$ cat config.mk
export PLATFORM = sky130hd
export DESIGN_NAME = bk_io_top
export DESIGN_NICKNAME = d
export VERILOG_FILES = /design/src/logic/bk_bus_pkg.sv /design/src/logic/bk_audio_pkg.sv /design/src/logic/bk_reg_if.sv /design/src/logic/bk_sigma_delta_dac.sv /design/src/logic/bk_audio_out.sv /design/src/logic/bk_bus_decoder.sv /design/src/logic/bk_sysreg.sv /design/src/logic/bk_port_reg.sv /design/src/logic/bk_io_top.sv
export SDC_FILE = /design/constraint.sdc
export NUM_CORES = 1
export LEC_CHECK = 0
export BUFFER_PORTS_ARGS = -buffer_cell sky130_fd_sc_hd__buf_2
export CAP_MARGIN = 20
export CORE_MARGIN = 5
export CORE_UTILIZATION = 36
export CTS_BUF_LIST = sky130_fd_sc_hd__clkbuf_8
export DETAILED_ROUTE_END_ITERATION = 7
export GPL_TIMING_DRIVEN = 0
export PLACE_DENSITY = 0.68
export SKIP_LAST_GASP = 1
export SLEW_MARGIN = 30
export SYNTH_ARGS = -nofsm -noshare
export SYNTH_HDL_FRONTEND = slang
export SYNTH_SLANG_ARGS = --single-unit
$ cat constraint.sdc
create_clock -name clk_sys -period 3.7 [get_ports clk_sys]
set_input_delay 0.185 -clock clk_sys [delete_from_list [all_inputs] [get_ports clk_sys]]
set_output_delay 0.185 -clock clk_sys [all_outputs]
set_load 0.02 [all_outputs]
$ cat src/logic/bk_bus_pkg.sv
`default_nettype none

package bk_bus_pkg;

	// Bus data and address words
	typedef logic [15:0] word_t;
	typedef logic [15:0] addr_t;

	// Byte select, bit 1 is the high byte
	typedef logic [1:0] bsel_t;

	// I/O register addresses
	localparam addr_t SYSREG_ADDR = 16'o177716;
	localparam addr_t PORT_ADDR   = 16'o177714;

	// Joystick buttons and mouse motion delta
	typedef logic [7:0] joy_t;
	typedef logic [8:0] motion_t;

	typedef enum logic {IDLE, ACK} ack_state_t;

endpackage

`default_nettype wire

$ cat src/logic/bk_audio_pkg.sv
`default_nettype none

package bk_audio_pkg;

	// DAC input word
	typedef logic [9:0] sample_t;

	// PSG channel level
	typedef logic [7:0] chan_t;

	// Speaker level from the system register
	typedef logic [2:0] spk_t;

	// Speaker weight with the PSG running and alone
	localparam int SPK_MIX_SHIFT  = 5;
	localparam int SPK_SOLO_SHIFT = 7;

endpackage

`default_nettype wire

$ cat src/logic/bk_reg_if.sv
`timescale 1ns/1ps
`default_nettype none

// One register access, decoder to register block
interface bk_reg_if;

	logic              access;
	logic              we;
	bk_bus_pkg::bsel_t sel;
	bk_bus_pkg::word_t wdata;
	bk_bus_pkg::word_t rdata;

	modport decoder (
		output access,
		output we,
		output sel,
		output wdata,
		input  rdata
	);

	modport target (
		input  access,
		input  we,
		input  sel,
		input  wdata,
		output rdata
	);

endinterface

`default_nettype wire

$ cat src/logic/bk_sigma_delta_dac.sv
`timescale 1ns/1ps
`default_nettype none

// First order sigma-delta, one bit out
module bk_sigma_delta_dac #(
	parameter int DAC_MSB = 9
) (
	input  wire               clk_sys,
	input  wire               rst_i,
	input  wire [DAC_MSB:0]   sample_i,
	output logic              dac_o
);

	// Top bit is the carry, the rest is the running remainder
	logic [DAC_MSB+1:0] acc;

	always_ff @(posedge clk_sys) begin
		if (rst_i)
			acc <= '0;
		else
			acc <= {1'b0, acc[DAC_MSB:0]} + {1'b0, sample_i};
	end

	assign dac_o = acc[DAC_MSB+1];

endmodule

`default_nettype wire

$ cat src/logic/bk_audio_out.sv
`timescale 1ns/1ps
`default_nettype none

module bk_audio_out (
	input  wire                       clk_sys,
	input  wire                       rst_i,
	input  wire bk_audio_pkg::spk_t   spk_i,
	input  wire bk_audio_pkg::chan_t  psg_a_i,
	input  wire bk_audio_pkg::chan_t  psg_b_i,
	input  wire bk_audio_pkg::chan_t  psg_c_i,
	input  wire [5:0]                 psg_active_i,
	output logic                      audio_l_o,
	output logic                      audio_r_o
);

	bk_audio_pkg::sample_t spk_mix;
	bk_audio_pkg::sample_t spk_solo;
	bk_audio_pkg::sample_t mix_l;
	bk_audio_pkg::sample_t mix_r;

	assign spk_mix  = bk_audio_pkg::sample_t'(spk_i) << bk_audio_pkg::SPK_MIX_SHIFT;
	assign spk_solo = bk_audio_pkg::sample_t'(spk_i) << bk_audio_pkg::SPK_SOLO_SHIFT;

	// Channel B in the middle, A left and C right at double weight
	assign mix_l = (|psg_active_i) ?
		bk_audio_pkg::sample_t'({psg_a_i, 1'b0}) + bk_audio_pkg::sample_t'(psg_b_i) + spk_mix :
		spk_solo;
	assign mix_r = (|psg_active_i) ?
		bk_audio_pkg::sample_t'({psg_c_i, 1'b0}) + bk_audio_pkg::sample_t'(psg_b_i) + spk_mix :
		spk_solo;

	bk_sigma_delta_dac #(.DAC_MSB($bits(bk_audio_pkg::sample_t) - 1)) dac_l (
		.clk_sys  (clk_sys),
		.rst_i    (rst_i),
		.sample_i (mix_l),
		.dac_o    (audio_l_o)
	);

	bk_sigma_delta_dac #(.DAC_MSB($bits(bk_audio_pkg::sample_t) - 1)) dac_r (
		.clk_sys  (clk_sys),
		.rst_i    (rst_i),
		.sample_i (mix_r),
		.dac_o    (audio_r_o)
	);

endmodule

`default_nettype wire

$ cat src/logic/bk_bus_decoder.sv
`timescale 1ns/1ps
`default_nettype none

module bk_bus_decoder (
	input  wire                       clk_sys,
	input  wire                       rst_i,
	input  wire                       wb_cyc_i,
	input  wire                       wb_stb_i,
	input  wire                       wb_we_i,
	input  wire bk_bus_pkg::addr_t    wb_adr_i,
	input  wire bk_bus_pkg::bsel_t    wb_sel_i,
	input  wire bk_bus_pkg::word_t    wb_dat_i,
	output bk_bus_pkg::word_t         wb_dat_o,
	output logic                      wb_ack_o,
	bk_reg_if.decoder                 sys_bus,
	bk_reg_if.decoder                 port_bus
);

	bk_bus_pkg::ack_state_t state_q;
	logic                   req;
	logic                   sys_hit;
	logic                   port_hit;

	// Word match, byte address bit 0 ignored
	assign sys_hit  = (wb_adr_i[15:1] == bk_bus_pkg::SYSREG_ADDR[15:1]);
	assign port_hit = (wb_adr_i[15:1] == bk_bus_pkg::PORT_ADDR[15:1]);

	assign req = wb_cyc_i && wb_stb_i && (state_q == bk_bus_pkg::IDLE);

	always_ff @(posedge clk_sys) begin
		if (rst_i) begin
			state_q  <= bk_bus_pkg::IDLE;
			wb_dat_o <= '0;
		end else begin
			case (state_q)
				bk_bus_pkg::IDLE: if (req) state_q <= bk_bus_pkg::ACK;
				default:          state_q <= bk_bus_pkg::IDLE;
			endcase
			// Read data sampled before the access edge, zero outside ack
			if (req && sys_hit)
				wb_dat_o <= sys_bus.rdata;
			else if (req && port_hit)
				wb_dat_o <= port_bus.rdata;
			else
				wb_dat_o <= '0;
		end
	end

	assign wb_ack_o = (state_q == bk_bus_pkg::ACK);

	//////////////////////////////////////////////////////////////////////
	// Access pulses, one per register block
	//////////////////////////////////////////////////////////////////////
	assign sys_bus.access  = wb_ack_o && sys_hit;
	assign sys_bus.we      = wb_we_i;
	assign sys_bus.sel     = wb_sel_i;
	assign sys_bus.wdata   = wb_dat_i;

	assign port_bus.access = wb_ack_o && port_hit;
	assign port_bus.we     = wb_we_i;
	assign port_bus.sel    = wb_sel_i;
	assign port_bus.wdata  = wb_dat_i;

endmodule

`default_nettype wire

$ cat src/logic/bk_sysreg.sv
`timescale 1ns/1ps
`default_nettype none

module bk_sysreg (
	input  wire                  clk_sys,
	input  wire                  rst_i,
	bk_reg_if.target             bus,
	input  wire [7:0]            start_addr_i,
	input  wire                  key_down_i,
	input  wire                  key_stop_i,
	input  wire                  model_bk0010_i,
	output bk_audio_pkg::spk_t   spk_o,
	output logic                 irq_stop_o
);

	logic super_flg;
	logic stop_block;
	logic wr;

	assign wr = bus.access && bus.we;

	// Readback: start address, fixed one, key up, supervisor flag
	assign bus.rdata = {start_addr_i, 1'b1, ~key_down_i, 3'b000, super_flg, 2'b00};

	always_ff @(posedge clk_sys) begin
		if (rst_i) begin
			super_flg  <= 1'b0;
			stop_block <= 1'b0;
			spk_o      <= '0;
		end else begin
			// Any access updates the flag, a write sets it
			if (bus.access)
				super_flg <= bus.we;
			// Bit 11 set means the high byte is not a control write
			if (wr && bus.sel[1] && !bus.wdata[11])
				stop_block <= bus.wdata[12];
			if (wr && bus.sel[0] && (!bus.sel[1] || !bus.wdata[11])) begin
				// BK0010 has no third speaker bit
				spk_o <= {bus.wdata[6], bus.wdata[5], bus.wdata[2] & ~model_bk0010_i};
			end
		end
	end

	assign irq_stop_o = key_stop_i && !stop_block;

endmodule

`default_nettype wire

$ cat src/logic/bk_port_reg.sv
`timescale 1ns/1ps
`default_nettype none

module bk_port_reg (
	input  wire                       clk_sys,
	input  wire                       rst_i,
	bk_reg_if.target                  bus,
	input  wire bk_bus_pkg::joy_t     joy0_i,
	input  wire bk_bus_pkg::joy_t     joy1_i,
	input  wire                       mouse_strobe_i,
	input  wire bk_bus_pkg::motion_t  mouse_dx_i,
	input  wire bk_bus_pkg::motion_t  mouse_dy_i,
	input  wire [1:0]                 mouse_btn_i
);

	bk_bus_pkg::joy_t joy_q;
	logic [1:0]       btn_q;
	logic [3:0]       dir_q;
	logic             mouse_mode;
	logic             mouse_en;
	logic             ctrl_wr;
	logic [6:0]       mouse_state;

	assign ctrl_wr = bus.access && bus.we && bus.sel[0];

	// Bit 6 right, bit 5 left, bits 3..0 left/down/right/up
	assign mouse_state = {btn_q[0], btn_q[1], 1'b0, dir_q};

	assign bus.rdata = mouse_mode ? {9'b0, mouse_state} : {8'b0, joy_q};

	// Buttons just follow their inputs
	always_ff @(posedge clk_sys) begin
		joy_q <= joy0_i | joy1_i;
		btn_q <= mouse_btn_i;
	end

	//////////////////////////////////////////////////////////////////////
	// Mode select and direction tracking
	//////////////////////////////////////////////////////////////////////
	always_ff @(posedge clk_sys) begin
		if (rst_i) begin
			mouse_mode <= 1'b0;
			mouse_en   <= 1'b0;
			dir_q      <= '0;
		end else begin
			if (|(joy0_i | joy1_i))
				mouse_mode <= 1'b0;
			// Strobe wins over the joystick
			if (mouse_strobe_i)
				mouse_mode <= 1'b1;

			if (ctrl_wr) begin
				mouse_en <= bus.wdata[3];
				if (!bus.wdata[3])
					dir_q <= '0;
			end else if (mouse_strobe_i && mouse_en) begin
				// Vertical axis, up or down
				if (!dir_q[0] && !dir_q[2]) begin
					if ($signed(mouse_dy_i) >= 9'sd4)
						dir_q[0] <= 1'b1;
					if ($signed(mouse_dy_i) <= -9'sd4)
						dir_q[2] <= 1'b1;
				end
				// Horizontal axis, right or left
				if (!dir_q[1] && !dir_q[3]) begin
					if ($signed(mouse_dx_i) >= 9'sd4)
						dir_q[1] <= 1'b1;
					if ($signed(mouse_dx_i) <= -9'sd4)
						dir_q[3] <= 1'b1;
				end
			end
		end
	end

endmodule

`default_nettype wire

$ cat src/logic/bk_io_top.sv
`timescale 1ns/1ps
`default_nettype none

module bk_io_top (
	input  wire                       clk_sys,
	input  wire                       rst_i,
	input  wire                       wb_cyc_i,
	input  wire                       wb_stb_i,
	input  wire                       wb_we_i,
	input  wire bk_bus_pkg::addr_t    wb_adr_i,
	input  wire bk_bus_pkg::bsel_t    wb_sel_i,
	input  wire bk_bus_pkg::word_t    wb_dat_i,
	output bk_bus_pkg::word_t         wb_dat_o,
	output logic                      wb_ack_o,
	input  wire [7:0]                 start_addr_i,
	input  wire                       key_down_i,
	input  wire                       key_stop_i,
	input  wire                       model_bk0010_i,
	input  wire bk_bus_pkg::joy_t     joy0_i,
	input  wire bk_bus_pkg::joy_t     joy1_i,
	input  wire                       mouse_strobe_i,
	input  wire bk_bus_pkg::motion_t  mouse_dx_i,
	input  wire bk_bus_pkg::motion_t  mouse_dy_i,
	input  wire [1:0]                 mouse_btn_i,
	input  wire bk_audio_pkg::chan_t  psg_a_i,
	input  wire bk_audio_pkg::chan_t  psg_b_i,
	input  wire bk_audio_pkg::chan_t  psg_c_i,
	input  wire [5:0]                 psg_active_i,
	output logic                      irq_stop_o,
	output logic                      audio_l_o,
	output logic                      audio_r_o
);

	bk_reg_if sys_bus ();
	bk_reg_if port_bus ();

	bk_audio_pkg::spk_t spk;

	bk_bus_decoder u_decoder (
		.clk_sys (clk_sys), .rst_i (rst_i),
		.wb_cyc_i (wb_cyc_i), .wb_stb_i (wb_stb_i), .wb_we_i (wb_we_i),
		.wb_adr_i (wb_adr_i), .wb_sel_i (wb_sel_i), .wb_dat_i (wb_dat_i),
		.wb_dat_o (wb_dat_o), .wb_ack_o (wb_ack_o),
		.sys_bus (sys_bus.decoder), .port_bus (port_bus.decoder)
	);

	bk_sysreg u_sysreg (
		.clk_sys (clk_sys), .rst_i (rst_i), .bus (sys_bus.target),
		.start_addr_i (start_addr_i), .key_down_i (key_down_i),
		.key_stop_i (key_stop_i), .model_bk0010_i (model_bk0010_i),
		.spk_o (spk), .irq_stop_o (irq_stop_o)
	);

	bk_port_reg u_port (
		.clk_sys (clk_sys), .rst_i (rst_i), .bus (port_bus.target),
		.joy0_i (joy0_i), .joy1_i (joy1_i), .mouse_strobe_i (mouse_strobe_i),
		.mouse_dx_i (mouse_dx_i), .mouse_dy_i (mouse_dy_i), .mouse_btn_i (mouse_btn_i)
	);

	bk_audio_out u_audio (
		.clk_sys (clk_sys), .rst_i (rst_i), .spk_i (spk),
		.psg_a_i (psg_a_i), .psg_b_i (psg_b_i), .psg_c_i (psg_c_i),
		.psg_active_i (psg_active_i), .audio_l_o (audio_l_o), .audio_r_o (audio_r_o)
	);

endmodule

`default_nettype wire

==> flow_summary_export.csv <==
group,metric,value,unit
outcome,status,"complete, no violations",
floorplan,core_area,9730,um2
floorplan,start_util,36.8,%
logic_synthesis,synth.avg_cell_area,8.99,um2
routing,via_count,3276,
power_and_ir_drop,p_per_area,487,nW/um2
timing,clock.fmax,292,MHz
cts,cts_tree,"yes",
global_route,grt_pass1_wl,14600,um
timing,fin_crit_sh,92.5,%
setup_path,crit_required,3.91,ns
logic_synthesis,yosys.area.top_type,"dfxtp_1",
timing,final_max_slew_viol_count,0,
place,dpl.hpwl,7690,um
layout,post-route-cell-area,4590,um2
layout,areaGrowthSynthToFinish,28.2,%
layout,drive_gt1_share,28.1,%
floorplan,io_pins,137,
routing,drc,0,
floorplan,rows,36,
timing,relSlewSlack,54.8,%
place,place_congestion,0.804,
timing,min_period,3.42,ns
setup_path,reg2reg_slack,0.28,ns
hold_path,hold_depth,3,
layout,finalNetCount,705,
global_route,grtUsageTotal,15.7,%
logic_synthesis,yosysSeqAreaShare,33.6,%
timing,setup_viol,0,
cts,clk_pin_slew,0.07,ns
cts,cts-htree-levels,3,
cts,clkSinkCount,60,
floorplan,die_x,110,um
routing,drt-vias-per-instance,4.87,
logic_synthesis,synth_seq_cells,60,
hold_path,worstHoldStart,"joy0_i[3]",
routing,drtPass1Iterations,4,
cts,cts_made_buffers,9,
place,dpl_worst_slack,0.251,ns
logic_synthesis,syn-num-nets,567,
setup_path,r2r_cells,15,
cts,clock_path_buffers,2,
floorplan,die_area,12000,um2
timing,timing.final.ws_setup,0.279,ns
logic_synthesis,syn_inst,398,
logic_synthesis,synth_edf_count,0,
logic_synthesis,ys_types,43,
setup_path,rr_startpoint,"u_sysreg.spk_o[0]",
routing,ant_nets,0,
timing,final_hold_viol_count,0,
power_and_ir_drop,p_leak,2.22,nW
logic_synthesis,syn_area,3580,um2
timing,tightest_slew,0.673,ns
floorplan,die_h,110,um
timing,fin_tns_setup,0,ns
logic_synthesis,synth_area_leaders,"dfxtp_1 (34%), ha_1 (15%), fa_1 (5.6%)",
power_and_ir_drop,ir_drop,0.232,mV
logic_synthesis,synth_async_sr_flop_share,0,%
routing,drt_wl_total,9360,um
layout,fillers,936,
layout,layout_common_cells,"buf_2 (126), dfxtp_1 (60), nor2_1 (42), ha_1 (42), inv_1 (28)",
setup_path,startpoint_type,"flop",
routing,avgRoutedWirePerCell,13.9,um
layout,ff_latch_area,1200,um2
setup_path,end_kind,"flop",
timing,skew,0.00627,ns
setup_path,crit_type,"flop to flop",
global_route,grt_overflow,0,
layout,antenna_cells,0,
layout,multi_input_area,2250,um2
cts,cts_root_buffer,"clkbuf_8",
logic_synthesis,ys.warnings.count,0,
setup_path,worstPathMaxFanout,5,
layout,fin_util,47.2,%
run,cap_violations,0,
routing,drt_iter0_drc,116,
global_route,grt_start_max_net_pins,11,
cts,worstSkewPairLatency,0.34,ns
timing,rsz0062_at_grt,"no",
setup_path,crit_arrival,3.63,ns
logic_synthesis,synth_top_flop_cell,"dfxtp_1",
global_route,antenna_found_initial,0,
global_route,grt_pass1_vias,3269,
hold_path,hold_path_class,"input port to flop",
place,post_dp_cell_area,4370,um2
setup_path,r2r-end,"u_audio.dac_l.acc[9]",
layout,final_common_cell,"buf_2",
hold_path,holdPathEnd,"u_port.joy_q[3]",
logic_synthesis,synth_top_cell_area_share,33.6,%
place,io_buffers,125,
## cells in the mapped netlist, drive strengths merged, types with 10 or more instances
cell type,instances
nor3,22
inv,28
dfxtp,60
mux2i,11
ha,42
a21oi,17
nand2,20
fa,10
xor2,11
nor2,42
o21ai,15
and2,13
## critical path: stages (launching register included)
cell and delay, ns:
dfxtp_1 0.41, inv_1 0.10, fa_1 0.49, inv_1 0.04, ha_1 0.34, nand2_1 0.10, o211ai_1 0.10, a21oi_1 0.24
xor2_1 0.16, o21ai_0 0.09, ha_1 0.37, a21oi_1 0.22, nand2_1 0.07, o41ai_1 0.32, xor2_1 0.18, nor2_1 0.05
## layer usage
metal / vias up / routed length (um) / track usage [%]
met1: 1459 / 4140 / 19.1
met3: 11 / 949 / 4.52
li1: 1683 / - / -
met4: 0 / 95 / 4.36
met5: - / 0 / 0
met2: 123 / 4170 / 27.0
## per-stage QoR
stage	power (mW)	hold WS (ns)	instances
after floorplan	1.45	0.213	398
after global placement	1.61	0.298	656
after detailed placement	1.65	0.291	656
after CTS	2.25	0.0262	673
after global routing	2.41	0.0347	673
final	2.23	0.0409	673
## sequential cells by signal, summed over array words and instances (netlist names), 2 cells and up
signal / count
u_sysreg.spk_o: 3
u_audio.dac_r.acc: 11
u_audio.dac_l.acc: 11
u_port.joy_q: 8
u_decoder.wb_dat_o: 16
u_port.btn_q: 2
u_port.dir_q: 4
## repair_timing
action	4_1_cts	5_1_grt
setup buffers	0	0
hold endpoints to repair	2	0
setup endpoints to repair	0	1
hold buffers	2	0
resized for setup	0	1
## final cells by class
class                   count  share of cell area [%]
multi-input cells         303                    49.1
plain buffers               7                   0.600
inverters                  28                    2.29
clock buffers              10                    3.00
clock inverters             5                    1.15
repair buffers            127                    14.1
flip-flops and latches     60                    26.2
well taps                 133                    3.63
## cell families (layout without fill, tap and decap cells)
group	Yosys count	after routing	share of synthesized area, %
xor gates and xnor gates	16	16	3.92
buffers and inverters	35	177	3.71
muxes	11	11	3.08
DFF	60	60	33.6
AOI/OAI and AO/OA	77	77	14.5
and+or+nand+nor	147	147	20.9
adders and majority gates	52	52	20.3
## where the power goes
part	switching, mW	total, mW	internal [mW]
logic	0.476	0.895	0.418
registers	0.0252	0.759	0.734
clock network	0.257	0.579	0.322
## worst max path at each step
stage / depth (start not counted) / to / startpoint
after floorplan: 15 / u_audio.dac_r.acc[9] / u_sysreg.spk_o[0]
after global placement: 15 / u_audio.dac_l.acc[9] / u_sysreg.spk_o[0]
after detailed placement: 15 / u_audio.dac_r.acc[9] / u_sysreg.spk_o[0]
after CTS: 15 / u_audio.dac_r.acc[9] / u_sysreg.spk_o[0]
after global routing: 15 / u_audio.dac_r.acc[9] / u_sysreg.spk_o[0]
final: 15 / u_audio.dac_l.acc[9] / u_sysreg.spk_o[0]
No activity file was read; power rests on OpenSTA's default activity.
